### config.mk
export PLATFORM = sky130hd
export DESIGN_NAME = calc_top
export DESIGN_NICKNAME = d
export VERILOG_FILES = /design/src/hw/calc_pkg.sv /design/src/hw/calc_issue.sv /design/src/hw/calc_pipe_int.sv /design/src/hw/calc_pipe_mul.sv /design/src/hw/calc_pipe_div.sv /design/src/hw/calc_completion.sv /design/src/hw/calc_top.sv
export SDC_FILE = /design/constraint.sdc
export NUM_CORES = 2
export LEC_CHECK = 0
export BUFFER_PORTS_ARGS = -buffer_cell sky130_fd_sc_hd__buf_2
export CAP_MARGIN = 20
export CORE_UTILIZATION = 47
export CTS_CLUSTER_DIAMETER = 60
export CTS_CLUSTER_SIZE = 8
export DETAILED_ROUTE_END_ITERATION = 10
export PLACE_DENSITY_LB_ADDON = 0.25
export SLEW_MARGIN = 20
export SYNTH_ARGS = -nofsm -noshare
export SYNTH_HDL_FRONTEND = slang
export SYNTH_SLANG_ARGS = --single-unit
### constraint.sdc
create_clock -name clk_i -period 15.27 [get_ports clk_i]
set_clock_uncertainty 0.1 [all_clocks]
set_input_delay 0.7635 -clock clk_i [delete_from_list [all_inputs] [get_ports clk_i]]
set_output_delay 0.7635 -clock clk_i [all_outputs]
set_load 0.02 [all_outputs]
### src/hw/calc_pkg.sv
//##############################
// Calculator shared definitions
// Stage count, register ids, opcodes
//##############################

package calc_pkg;

  // Fixed-latency results retire from the last completion stage
  localparam int comp_stages_c = 3;

  localparam int reg_addr_width_c = 5;

  typedef logic [reg_addr_width_c-1:0] calc_reg_addr_t;

  typedef enum logic [3:0]
  {
    op_add  = 4'd0
    , op_sub  = 4'd1
    , op_and  = 4'd2
    , op_or   = 4'd3
    , op_xor  = 4'd4
    , op_slt  = 4'd5
    , op_sll  = 4'd6
    , op_srl  = 4'd7
    , op_mul  = 4'd8
    , op_divu = 4'd9
    , op_remu = 4'd10
  } calc_op_e;

  // Iterative divider control
  typedef enum logic [1:0]
  {
    e_div_idle   = 2'd0
    , e_div_busy = 2'd1
    , e_div_done = 2'd2
  } calc_div_state_e;

endpackage

### src/hw/calc_issue.sv
//##############################
// Calculator issue stage
// Decode, operand bypass and the reservation register
//##############################

`timescale 1ns/100ps

module calc_issue
  #(parameter data_width_p = 32)
  (input                                                         clk_i
   , input                                                       rst_n_i

   , input                                                       dispatch_v_i
   , input calc_pkg::calc_op_e                                   dispatch_op_i
   , input calc_pkg::calc_reg_addr_t                             dispatch_rd_i
   , input calc_pkg::calc_reg_addr_t                             dispatch_rs1_addr_i
   , input calc_pkg::calc_reg_addr_t                             dispatch_rs2_addr_i
   , input [data_width_p-1:0]                                    dispatch_rs1_i
   , input [data_width_p-1:0]                                    dispatch_rs2_i

   , input [calc_pkg::comp_stages_c-1:0]                         stage_w_v_i
   , input calc_pkg::calc_reg_addr_t [calc_pkg::comp_stages_c-1:0] stage_rd_i
   , input [calc_pkg::comp_stages_c-1:0][data_width_p-1:0]       forward_data_i

   , output logic                                                entry_w_v_o
   , output calc_pkg::calc_reg_addr_t                            entry_rd_o

   , output logic                                                int_v_o
   , output logic                                                mul_v_o
   , output logic                                                div_v_o
   , output calc_pkg::calc_op_e                                  res_op_o
   , output calc_pkg::calc_reg_addr_t                            res_rd_o
   , output logic [data_width_p-1:0]                             res_rs1_o
   , output logic [data_width_p-1:0]                             res_rs2_o
   );

  logic is_int, is_mul, is_div, wr_ok;
  logic [data_width_p-1:0] rs1_byp, rs2_byp;

  // Youngest matching stage wins, so scan from the oldest one down
  function automatic logic [data_width_p-1:0] bypass
    (input calc_pkg::calc_reg_addr_t addr
     , input logic [data_width_p-1:0] value
     );
    logic [data_width_p-1:0] sel;
    sel = value;
    for (int i = calc_pkg::comp_stages_c-1; i >= 0; i--)
      if (stage_w_v_i[i] && (stage_rd_i[i] == addr))
        sel = forward_data_i[i];
    return sel;
  endfunction

  always_comb
  begin
    is_int = 1'b0;
    is_mul = 1'b0;
    is_div = 1'b0;
    case (dispatch_op_i)
      calc_pkg::op_mul:                    is_mul = 1'b1;
      calc_pkg::op_divu, calc_pkg::op_remu: is_div = 1'b1;
      default:                             is_int = 1'b1;
    endcase
    rs1_byp = bypass(dispatch_rs1_addr_i, dispatch_rs1_i);
    rs2_byp = bypass(dispatch_rs2_addr_i, dispatch_rs2_i);
  end

  // Register 0 is never written
  assign wr_ok = dispatch_v_i & (dispatch_rd_i != '0);

  // Only fixed-latency ops occupy the completion pipe
  assign entry_w_v_o = wr_ok & (is_int | is_mul);
  assign entry_rd_o  = dispatch_rd_i;

  always_ff @(posedge clk_i or negedge rst_n_i)
    if (!rst_n_i)
    begin
      int_v_o <= 1'b0;
      mul_v_o <= 1'b0;
      div_v_o <= 1'b0;
    end
    else
    begin
      int_v_o <= wr_ok & is_int;
      mul_v_o <= wr_ok & is_mul;
      div_v_o <= wr_ok & is_div;
    end

  always_ff @(posedge clk_i)
  begin
    res_op_o  <= dispatch_op_i;
    res_rd_o  <= dispatch_rd_i;
    res_rs1_o <= rs1_byp;
    res_rs2_o <= rs2_byp;
  end

endmodule

### src/hw/calc_pipe_int.sv
//##############################
// Integer ALU pipe
// Single cycle result from the reservation
//##############################

`timescale 1ns/100ps

module calc_pipe_int
  #(parameter data_width_p = 32)
  (input                              v_i
   , input calc_pkg::calc_op_e        op_i
   , input [data_width_p-1:0]         rs1_i
   , input [data_width_p-1:0]         rs2_i

   , output logic                     v_o
   , output logic [data_width_p-1:0]  data_o
   );

  localparam shamt_width_lp = $clog2(data_width_p);

  logic [shamt_width_lp-1:0] shamt;
  logic                      lt_signed;

  assign shamt     = rs2_i[shamt_width_lp-1:0];
  assign lt_signed = $signed(rs1_i) < $signed(rs2_i);

  always_comb
  begin
    case (op_i)
      calc_pkg::op_add:
        data_o = rs1_i + rs2_i;
      calc_pkg::op_sub:
        data_o = rs1_i - rs2_i;
      calc_pkg::op_and:
        data_o = rs1_i & rs2_i;
      calc_pkg::op_or:
        data_o = rs1_i | rs2_i;
      calc_pkg::op_xor:
        data_o = rs1_i ^ rs2_i;
      calc_pkg::op_slt:
        data_o = {{(data_width_p-1){1'b0}}, lt_signed};
      calc_pkg::op_sll:
        data_o = rs1_i << shamt;
      calc_pkg::op_srl:
        data_o = rs1_i >> shamt;
      default:
        data_o = '0;
    endcase
  end

  // Result lands in completion stage 1 the same cycle
  assign v_o = v_i;

endmodule

### src/hw/calc_pipe_mul.sv
//##############################
// Multiply pipe
// Low half of the product, one register
//##############################

`timescale 1ns/100ps

module calc_pipe_mul
  #(parameter data_width_p = 32)
  (input                              clk_i
   , input                            rst_n_i

   , input                            v_i
   , input [data_width_p-1:0]         rs1_i
   , input [data_width_p-1:0]         rs2_i

   , output logic                     v_o
   , output logic [data_width_p-1:0]  data_o
   );

  logic [data_width_p-1:0] prod;

  // Truncated to the datapath width
  assign prod = rs1_i * rs2_i;

  always_ff @(posedge clk_i or negedge rst_n_i)
    if (!rst_n_i)
      v_o <= 1'b0;
    else
      v_o <= v_i;

  always_ff @(posedge clk_i)
    if (v_i)
      data_o <= prod;

endmodule

### src/hw/calc_pipe_div.sv
//##############################
// Iterative unsigned divider
// One quotient bit per cycle, held until taken
//##############################

`timescale 1ns/100ps

module calc_pipe_div
  #(parameter data_width_p = 32)
  (input                                clk_i
   , input                              rst_n_i

   , input                              v_i
   , input calc_pkg::calc_op_e          op_i
   , input calc_pkg::calc_reg_addr_t    rd_i
   , input [data_width_p-1:0]           rs1_i
   , input [data_width_p-1:0]           rs2_i

   , output logic                       busy_o
   , output logic                       wb_v_o
   , input                              wb_yumi_i
   , output calc_pkg::calc_reg_addr_t   wb_rd_o
   , output logic [data_width_p-1:0]    wb_data_o
   );

  localparam cnt_width_lp = $clog2(data_width_p);

  calc_pkg::calc_div_state_e state_r, state_n;
  logic [cnt_width_lp-1:0]   cnt_r;
  logic [data_width_p-1:0]   quo_r, rem_r, divisor_r;
  calc_pkg::calc_reg_addr_t  rd_r;
  logic                      rem_sel_r;
  logic [data_width_p:0]     rem_shift, rem_diff;
  logic                      start, last_iter;

  assign start     = (state_r == calc_pkg::e_div_idle) & v_i;
  assign last_iter = cnt_r == cnt_width_lp'(data_width_p-1);

  // Bit data_width_p of the trial subtract is set when the divisor did not fit
  assign rem_shift = {rem_r, quo_r[data_width_p-1]};
  assign rem_diff  = rem_shift - {1'b0, divisor_r};

  always_comb
  begin
    state_n = state_r;
    case (state_r)
      calc_pkg::e_div_idle: if (v_i) state_n = calc_pkg::e_div_busy;
      calc_pkg::e_div_busy: if (last_iter) state_n = calc_pkg::e_div_done;
      calc_pkg::e_div_done: if (wb_yumi_i) state_n = calc_pkg::e_div_idle;
      default:              state_n = calc_pkg::e_div_idle;
    endcase
  end

  always_ff @(posedge clk_i or negedge rst_n_i)
    if (!rst_n_i)
    begin
      state_r <= calc_pkg::e_div_idle;
      cnt_r   <= '0;
    end
    else
    begin
      state_r <= state_n;
      if (start)
        cnt_r <= '0;
      else if (state_r == calc_pkg::e_div_busy)
        cnt_r <= cnt_r + 1'b1;
    end

  // A zero divisor always subtracts, giving all ones and the dividend back
  always_ff @(posedge clk_i)
    if (start)
    begin
      quo_r     <= rs1_i;
      rem_r     <= '0;
      divisor_r <= rs2_i;
      rd_r      <= rd_i;
      rem_sel_r <= (op_i == calc_pkg::op_remu);
    end
    else if (state_r == calc_pkg::e_div_busy)
    begin
      quo_r <= {quo_r[data_width_p-2:0], ~rem_diff[data_width_p]};
      rem_r <= rem_diff[data_width_p] ? rem_shift[data_width_p-1:0]
                                      : rem_diff[data_width_p-1:0];
    end

  // Busy already in the cycle the divide is seen
  assign busy_o    = v_i | (state_r != calc_pkg::e_div_idle);
  assign wb_v_o    = (state_r == calc_pkg::e_div_done);
  assign wb_rd_o   = rd_r;
  assign wb_data_o = rem_sel_r ? rem_r : quo_r;

endmodule

### src/hw/calc_completion.sv
//##############################
// Completion pipe
// Result staging, forward data, writeback arbitration
//##############################

`timescale 1ns/100ps

module calc_completion
  #(parameter data_width_p = 32)
  (input                                                          clk_i
   , input                                                        rst_n_i

   , input                                                        entry_w_v_i
   , input calc_pkg::calc_reg_addr_t                              entry_rd_i

   , input                                                        int_v_i
   , input [data_width_p-1:0]                                     int_data_i
   , input                                                        mul_v_i
   , input [data_width_p-1:0]                                     mul_data_i

   , input                                                        div_wb_v_i
   , input calc_pkg::calc_reg_addr_t                              div_wb_rd_i
   , input [data_width_p-1:0]                                     div_wb_data_i
   , output logic                                                 div_wb_yumi_o

   , output logic [calc_pkg::comp_stages_c-1:0]                   stage_w_v_o
   , output calc_pkg::calc_reg_addr_t [calc_pkg::comp_stages_c-1:0] stage_rd_o
   , output logic [calc_pkg::comp_stages_c-1:0][data_width_p-1:0] forward_data_o

   , output logic                                                 wb_v_o
   , output calc_pkg::calc_reg_addr_t                             wb_rd_o
   , output logic [data_width_p-1:0]                              wb_data_o
   );

  localparam stages_lp    = calc_pkg::comp_stages_c;
  localparam last_lp      = stages_lp - 1;
  localparam int_stage_lp = 1;
  localparam mul_stage_lp = 2;

  logic [stages_lp-1:0]                         w_v_r, w_v_n;
  calc_pkg::calc_reg_addr_t [stages_lp-1:0]     rd_r, rd_n;
  logic [stages_lp-1:0][data_width_p-1:0]       data_r, data_n;

  // Entries shift down each cycle and results are ORed in where their pipe finishes
  always_comb
  begin
    w_v_n[0]  = entry_w_v_i;
    rd_n[0]   = entry_rd_i;
    data_n[0] = '0;
    for (int i = 1; i < stages_lp; i++)
    begin
      w_v_n[i]  = w_v_r[i-1];
      rd_n[i]   = rd_r[i-1];
      data_n[i] = data_r[i-1];
    end
    data_n[int_stage_lp] |= int_v_i ? int_data_i : '0;
    data_n[mul_stage_lp] |= mul_v_i ? mul_data_i : '0;
  end

  always_ff @(posedge clk_i or negedge rst_n_i)
    if (!rst_n_i)
      w_v_r <= '0;
    else
      w_v_r <= w_v_n;

  always_ff @(posedge clk_i)
  begin
    rd_r   <= rd_n;
    data_r <= data_n;
  end

  // A stage forwards the value it will hold after the next edge
  for (genvar i = 0; i < last_lp; i++)
  begin : fwd
    assign forward_data_o[i] = data_n[i+1];
  end
  assign forward_data_o[last_lp] = data_r[last_lp];

  assign stage_w_v_o = w_v_r;
  assign stage_rd_o  = rd_r;

  // The divider only takes slots that fixed-latency writes leave idle
  assign div_wb_yumi_o = div_wb_v_i & ~w_v_r[last_lp];

  assign wb_v_o    = w_v_r[last_lp] | div_wb_yumi_o;
  assign wb_rd_o   = div_wb_yumi_o ? div_wb_rd_i : rd_r[last_lp];
  assign wb_data_o = div_wb_yumi_o ? div_wb_data_i : data_r[last_lp];

endmodule

### src/hw/calc_top.sv
//##############################
// Integer calculator top
// Issue, execution pipes, completion
//##############################

`timescale 1ns/100ps

module calc_top
  #(parameter data_width_p = 32)
  (input                                clk_i
   , input                              rst_n_i

   , input                              dispatch_v_i
   , input calc_pkg::calc_op_e          dispatch_op_i
   , input calc_pkg::calc_reg_addr_t    dispatch_rd_i
   , input calc_pkg::calc_reg_addr_t    dispatch_rs1_addr_i
   , input calc_pkg::calc_reg_addr_t    dispatch_rs2_addr_i
   , input [data_width_p-1:0]           dispatch_rs1_i
   , input [data_width_p-1:0]           dispatch_rs2_i

   , output logic                       div_busy_o
   , output logic                       wb_v_o
   , output calc_pkg::calc_reg_addr_t   wb_rd_o
   , output logic [data_width_p-1:0]    wb_data_o
   );

  logic                                                 entry_w_v;
  calc_pkg::calc_reg_addr_t                             entry_rd;
  logic [calc_pkg::comp_stages_c-1:0]                   stage_w_v;
  calc_pkg::calc_reg_addr_t [calc_pkg::comp_stages_c-1:0] stage_rd;
  logic [calc_pkg::comp_stages_c-1:0][data_width_p-1:0] forward_data;

  logic                      int_v, mul_v, div_v;
  calc_pkg::calc_op_e        res_op;
  calc_pkg::calc_reg_addr_t  res_rd;
  logic [data_width_p-1:0]   res_rs1, res_rs2;

  logic                      int_res_v, mul_res_v;
  logic [data_width_p-1:0]   int_res, mul_res;

  logic                      div_wb_v, div_wb_yumi;
  calc_pkg::calc_reg_addr_t  div_wb_rd;
  logic [data_width_p-1:0]   div_wb_data;

  calc_issue #(.data_width_p(data_width_p)) issue
    (.clk_i(clk_i), .rst_n_i(rst_n_i)
     , .dispatch_v_i(dispatch_v_i), .dispatch_op_i(dispatch_op_i)
     , .dispatch_rd_i(dispatch_rd_i)
     , .dispatch_rs1_addr_i(dispatch_rs1_addr_i), .dispatch_rs2_addr_i(dispatch_rs2_addr_i)
     , .dispatch_rs1_i(dispatch_rs1_i), .dispatch_rs2_i(dispatch_rs2_i)
     , .stage_w_v_i(stage_w_v), .stage_rd_i(stage_rd), .forward_data_i(forward_data)
     , .entry_w_v_o(entry_w_v), .entry_rd_o(entry_rd)
     , .int_v_o(int_v), .mul_v_o(mul_v), .div_v_o(div_v)
     , .res_op_o(res_op), .res_rd_o(res_rd), .res_rs1_o(res_rs1), .res_rs2_o(res_rs2)
     );

  calc_pipe_int #(.data_width_p(data_width_p)) pipe_int
    (.v_i(int_v), .op_i(res_op), .rs1_i(res_rs1), .rs2_i(res_rs2)
     , .v_o(int_res_v), .data_o(int_res)
     );

  calc_pipe_mul #(.data_width_p(data_width_p)) pipe_mul
    (.clk_i(clk_i), .rst_n_i(rst_n_i)
     , .v_i(mul_v), .rs1_i(res_rs1), .rs2_i(res_rs2)
     , .v_o(mul_res_v), .data_o(mul_res)
     );

  calc_pipe_div #(.data_width_p(data_width_p)) pipe_div
    (.clk_i(clk_i), .rst_n_i(rst_n_i)
     , .v_i(div_v), .op_i(res_op), .rd_i(res_rd), .rs1_i(res_rs1), .rs2_i(res_rs2)
     , .busy_o(div_busy_o), .wb_v_o(div_wb_v), .wb_yumi_i(div_wb_yumi)
     , .wb_rd_o(div_wb_rd), .wb_data_o(div_wb_data)
     );

  calc_completion #(.data_width_p(data_width_p)) completion
    (.clk_i(clk_i), .rst_n_i(rst_n_i)
     , .entry_w_v_i(entry_w_v), .entry_rd_i(entry_rd)
     , .int_v_i(int_res_v), .int_data_i(int_res)
     , .mul_v_i(mul_res_v), .mul_data_i(mul_res)
     , .div_wb_v_i(div_wb_v), .div_wb_rd_i(div_wb_rd), .div_wb_data_i(div_wb_data)
     , .div_wb_yumi_o(div_wb_yumi)
     , .stage_w_v_o(stage_w_v), .stage_rd_o(stage_rd), .forward_data_o(forward_data)
     , .wb_v_o(wb_v_o), .wb_rd_o(wb_rd_o), .wb_data_o(wb_data_o)
     );

endmodule

Yosys cells after proc, flatten, opt, wreduce, memory -nomap -nowiden --
Cells that the tools add are included.
Storage, ports and cells: register bits after elaboration 295, output and inout port bits 39, latch bits 0, memory bits (read-only) 0, RAM bits 0, memories kept 0, word-level logic and storage cells 106, input bits 86
Operators by class: $lt $le $gt $ge 1, bitwise operators 16, add/subtract/negate cells 4, div/mod/pow operators 0, multiplexer cells 24, multiply operators 1, equality and inequality tests 23, shift-type cells 2, reduce and logical (&&, ||, !) cells 14
Operators with widths (number):
- two-way mux 32 bit | 13
- one-hot mux 32 bit (8 select lines) | 1
- OR 32 bit | 2
- subtractor 33 x 32 -> 33 bit | 1
- adder 32 bit | 1
- bitwise AND 32 bit | 1
- less-than comparator 32 bit | 1
- multiplier 32 x 32 -> 32 bit | 1
- << shifter 32 x 5 -> 32 bit | 1
- right shift 32 x 5 -> 32 bit | 1
- subtractor 32 bit | 1
- XOR 32 bit | 1
- equality test 5 bit | 6
- equality test 4 x 3 -> 1 bit (second input constant) | 4
- equality test 4 bit (second input constant) | 4
- two-way mux 5 bit | 3
- equality test 4 x 2 -> 1 bit (second input constant) | 2
- bitwise AND 1 bit | 7
- logical AND 1 bit | 6
- two-way mux 2 bit | 3
- one-hot mux 2 bit (3 select lines) | 1
- adder 5 x 1 -> 5 bit (second input constant) | 1
- equality test 5 bit (second input constant) | 1
- nonzero test 5 bit | 1
- 14 further kinds | 21

Longest topological paths before layout --
depth after elaboration 5, mapped depth 29

Modules after synthesis --
Synthesis repeated with hierarchy kept, for this count alone.
Second synthesis, totals: cells, all modules 4274, area, all modules 38027.7 um2
By module, submodules not included:
- calc_pipe_mul | times used 1, area each 16742.3 um2, cells an instance 1741
- calc_pipe_int | times used 1, area each 7624.8 um2, cells an instance 1164
- calc_pipe_div | times used 1, area each 6434.9 um2, cells an instance 666
- calc_issue | times used 1, area each 4315.4 um2, cells an instance 475
- calc_completion | times used 1, area each 2910.3 um2, cells an instance 228

Worst setup path after synthesis --
Ideal clock, no wire load.
path kind flip-flop to flip-flop, from reg issue.res_rs2_o[2], to reg pipe_mul.data_o[31] (data pin), clock period less this slack 8063 ps, data arrival time 7703 ps, required time 14910 ps, path buffers 3, setup time 260 ps, stages on the path, launching flop included 29, path slack 7207 ps, path through dfxtp_1 > clkinv_1 > buf_1 > clkbuf_1 > clkbuf_1 > nor2_1 > fa_1 > inv_1 > fa_1 > fa_1 > fa_1 > inv_1 > fa_1 > inv_1 > fa_1 > fa_1 > fa_1 > inv_1 > ha_1 > and2_1 > a221o_1 > a31o_2 > a21oi_1 > a21oi_1 > a2111o_1 > a21oi_1 > o21ba_2 > o21ai_0 > xnor2_1
On the way: longest elaborated chain between the ends 1
Ends and longest elaborated chain:
- start, declared | RTL line calc_issue.sv:34 | , output logic [data_width_p-1:0] res_rs2_o
- start signal, assigned | RTL line calc_issue.sv:93 | res_rs2_o <= rs2_byp;
- multiplier 32 x 32 -> 32 bit | RTL line calc_pipe_mul.sv:24 | assign prod = rs1_i * rs2_i;
- named net pipe_mul.prod[31] | RTL line calc_pipe_mul.sv:21 | logic [data_width_p-1:0] prod;
- end signal, assigned | RTL line calc_pipe_mul.sv:34 | data_o <= prod;
- end, declared | RTL line calc_pipe_mul.sv:18 | , output logic [data_width_p-1:0] data_o
The timed path passes the listed nets, and every way through them passes these cells. A chain may end at the register's enable or synchronous reset.

Final worst setup path --
from reg issue.res_rs1_o[5], to reg pipe_mul.data_o[31] (data pin)
On the way: longest elaborated chain between the ends 1
Ends and longest elaborated chain:
- start, declared | RTL line calc_issue.sv:33 | , output logic [data_width_p-1:0] res_rs1_o
- start signal, assigned | RTL line calc_issue.sv:92 | res_rs1_o <= rs1_byp;
- multiplier 32 x 32 -> 32 bit | RTL line calc_pipe_mul.sv:24
- named net pipe_mul.prod[31] | RTL line calc_pipe_mul.sv:21
The timed path passes the listed nets, and every way through them passes these cells.

==> summary.md <==
| Metric | Value |
|---|---|
| Outcome | finished, violations left |
| Failing checks | DRC |
| Grt ovf | 0 |
| Area grow syn2layout | 9.07% |
| Top_reg_cell synth | dfxtp_1 |
| WHS Endpoint | completion.stage_rd_o[2]$_DFF_P_ |
| Sink Count | 295 |
| Hold crit path type | input port to register |
| # rows | 101 |
| Critical path capture point type | register |
| Post-synthesis xor/xnor area fraction | 0.0375 |
| Final number of setup-violating endpoints | 0 |
| Post-DP HPWL | 120 mm |
| Final wirelength | 158 mm |
| Core ar. | 0.0761 mm² |
| Worst Reg2Reg Path Length in Cells | 24 |
| FF/Latch Area | 0.00701 mm² |
| MaxCap Viol Count | 0 |
| Reg-to-reg slack, setup | 6.73 ns |
| Chip width | 280 µm |
| Net count after synthesis | 4992 |
| CTS max path bufs | 3 |
| Hold_sp | dispatch_rd_i[2] |
| Simple-gate share of the synthesized area | 0.147 |
| Register area share after synthesis | 0.193 |
| # fillers | 7385 |
| CP max FO | 20 |
| Worst reg2reg path endpoint | pipe_mul.data_o[31]$_DFFE_PP_ |
| Multi-input gate area in the final layout | 0.0263 mm² |
| R2r startpoint | issue.res_rs1_o[5]$_DFF_P_ |
| Async SR Flop Fraction | 0.0475 |
| Largest net degree at the start of global routing | 78 |
| Crit path buffers/inverters | 4 |
| Avg WL per Cell | 29.6 µm |
| Most frequent cells in the layout | 572 x nor2_1, 512 x inv_1, 452 x nand2_1, 411 x fa_1, 254 x ha_1 |
| Die H | 280 µm |
| Worst slew margin | 0.130 |
| Post-synth EDFFs | 102 |
| Port Buffers | 124 |
| Ratio of cells with drive above 1 in the final layout | 0.0940 |
| Req. time, crit path | 15.51 ns |
| Critical Path AT | 8.78 ns |
| Final Cycle Share | 0.559 |
| Post-detailed-route count of antenna-violating nets | 0 |
| RSZ-0062 raised after global routing | no |
| Post-DR vias/cell | 6.30 |
| CP Class | register to register |
| Syn Area/Cell | 8.54 µm² |
| Startpoint Class | register |
| Least-Margin Pin Slew | 1.30 ns |
| Critical-path cell list | buf_4 -> clkinv_1 -> nor2_1 -> fa_1 -> fa_1 -> inv_1 -> fa_1 -> fa_1 -> inv_1 -> ha_1 -> ha_1 -> fa_1 -> fa_1 -> ha_1 -> a211o_1 -> a2111oi_0 -> nor4_1 -> o21ai_0 -> a21oi_1 -> a2111o_1 -> a21oi_1 -> o21ba_2 -> o21ai_0 -> xnor2_1 |
| Synth Area in Adders | 0.315 |
| Final hold vios | 0 |
| Library cells used by synthesis | 78 |
| Worst hold stages | 1 |
| H-Tree Depth | 2 |
| Initial antenna violation count | 8 |
| Yosys warnings | 0 |
| Global-route wire length before repair | 230 mm |
| Yosys reg bits | 295 |
| Vias in the first global route | 33.5k |
| Die area | 0.0782 mm² |
| Post-synthesis cell count | 4241 |
| Root Buffer | clkbuf_16 |
| Initial Util | 0.476 |
| Clk_lat worst skew | 0.64 ns |
| CP dominant cell by count | fa_1 |
| Hold_buf cts | 1 |
| Postcts setup bufs | 0 |
| Detailed-route DRC error count | 1 |
| Max stage delay on crit path | 0.90 ns |
| Final worst path period need | 8.54 ns |
| DR vias | 33.6k |
| Top Ports | 125 |
| CTS tree | built |
| FMAX | 117 MHz |
| Mux contribution to synthesized area | 0.0701 |
| Synth Area in Compound Gates | 0.154 |
| Drt first pass iters | 8 |
| Commonest non-fill, non-tap cell in the layout | nor2_1 |
| Total negative slack | 0 ns |
| Worst-path clk slew | 0.05 ns |
| CP top delay family | adder cells |
| GRT Overall Usage | 0.407 |
| Max Slew Vio Count | 0 |
| Synth Cell Area | 0.0362 mm² |
| Critical path startpoint | issue.res_rs1_o[5]$_DFF_P_ |
| CTS Buf Count | 49 |
| Main combinational cell family by area after synthesis | adder cells |
| CTS resizes | 0 |
| NumNets Final | 5012 |
| Initial drt markers | 4041 |
| CP max stage cell | clkinv_1 |
| Gpl congestion | 1.09 |
==> cells by family after synthesis <==
logic type,Yosys count
AOI/OAI and AO/OA,860
xor gates and xnor gates,155
adders and majority gates,665
buffers and inverters,794
DFF,295
muxes,198
and+or+nand+nor,1274
==> cell usage after synthesis, drive strengths merged (11+ instances only) <==
master | count | share of area
xnor2 | 106 | 0.026
nand2 | 453 | 0.047
nor3 | 40 | 0.0055
dfxtp | 179 | 0.099
o21ai | 219 | 0.030
nor2 | 573 | 0.059
a221oi | 33 | 0.0081
a21o | 80 | 0.017
edfxtp | 102 | 0.085
and2 | 15 | 0.0027
clkbuf | 201 | 0.021
clkinv | 18 | 0.0019
and3 | 19 | 0.0033
fa | 411 | 0.23
a211oi | 51 | 0.011
dfrtp | 14 | 0.0097
mux2i | 129 | 0.036
o211ai | 68 | 0.014
a211o | 15 | 0.0036
nor2b | 13 | 0.0022
nand3 | 46 | 0.0064
or3 | 18 | 0.0031
mux2 | 27 | 0.0084
o21a | 15 | 0.0031
buf | 60 | 0.0077
a31oi | 25 | 0.0043
nand4 | 35 | 0.0060
nor4 | 14 | 0.0024
o22ai | 20 | 0.0035
inv | 515 | 0.053
mux4 | 42 | 0.026
o21bai | 12 | 0.0025
xor2 | 49 | 0.012
or2 | 11 | 0.0019
a221o | 17 | 0.0047
o31ai | 15 | 0.0031
a21oi | 209 | 0.029
nand2b | 20 | 0.0035
ha | 254 | 0.088
==> sequential cells by signal, summed over array words and instances (netlist names), 15 cells and up <==
signal / cells
completion.data_r: 32
completion.forward_data_o: 32
completion.stage_rd_o: 15
issue.res_rs1_o: 32
issue.res_rs2_o: 32
pipe_div.divisor_r: 32
pipe_div.quo_r: 32
pipe_div.rem_r: 32
pipe_mul.data_o: 32
==> worst reg2reg max path: stages, from the launching register on <==
cell	delay, ns
dfxtp_1	0.31
buf_4	0.34
clkinv_1	0.92
nor2_1	0.41
fa_1	0.50
fa_1	0.51
inv_1	0.05
fa_1	0.47
fa_1	0.49
inv_1	0.04
ha_1	0.26
ha_1	0.29
fa_1	0.50
fa_1	0.42
ha_1	0.36
a211o_1	0.31
a2111oi_0	0.41
nor4_1	0.20
o21ai_0	0.27
a21oi_1	0.13
a2111o_1	0.42
a21oi_1	0.16
o21ba_2	0.16
o21ai_0	0.11
xnor2_1	0.13
==> layout make-up <==
type,instances,area share
antenna,8,0.000507
clock buffer,78,0.0348
clock inverter,10,0.00380
inverter,533,0.0506
multi-input combinational,3152,0.664
sequential,295,0.177
tap,1030,0.0326
timing repair buffer,230,0.0359
==> metal layers <==
metal,share of wire,global-route usage,vias to the layer above
met5,0.0012,0.00688,-
met4,0.080,0.271,8
met3,0.14,0.146,624
met2,0.41,0.591,2361
met1,0.37,0.507,16400
li1,-,-,14200
==> how the worst max path moves through the flow <==
stage	to	slack, ns	cells after the start
2_1_floorplan	pipe_mul.data_o[31]$_DFFE_PP_	7.21	28
3_3_place_gp	pipe_mul.data_o[31]$_DFFE_PP_	6.86	24
3_5_place_dp	pipe_mul.data_o[31]$_DFFE_PP_	6.84	24
4_1_cts	pipe_mul.data_o[31]$_DFFE_PP_	6.79	24
5_1_grt	pipe_mul.data_o[31]$_DFFE_PP_	6.39	24
6_report	pipe_mul.data_o[31]$_DFFE_PP_	6.73	24
==> stage by stage <==
step                hold WS, ns  area, µm²  instances  utilization  setup WS, ns
global route              0.166      39500       5329        0.519          6.39
detailed placement        0.286      38000       5239        0.499          6.84
global placement          0.281      38000       5239        0.499          6.86
CTS                       0.148      39500       5328        0.519          6.79
finish                    0.160      39500       5336        0.520          6.73
floorplan                 0.273      36200       4241            -          7.21
Power is not shown: default switching activity piles up to over one toggle a cycle in this logic, so the estimate is an artifact.
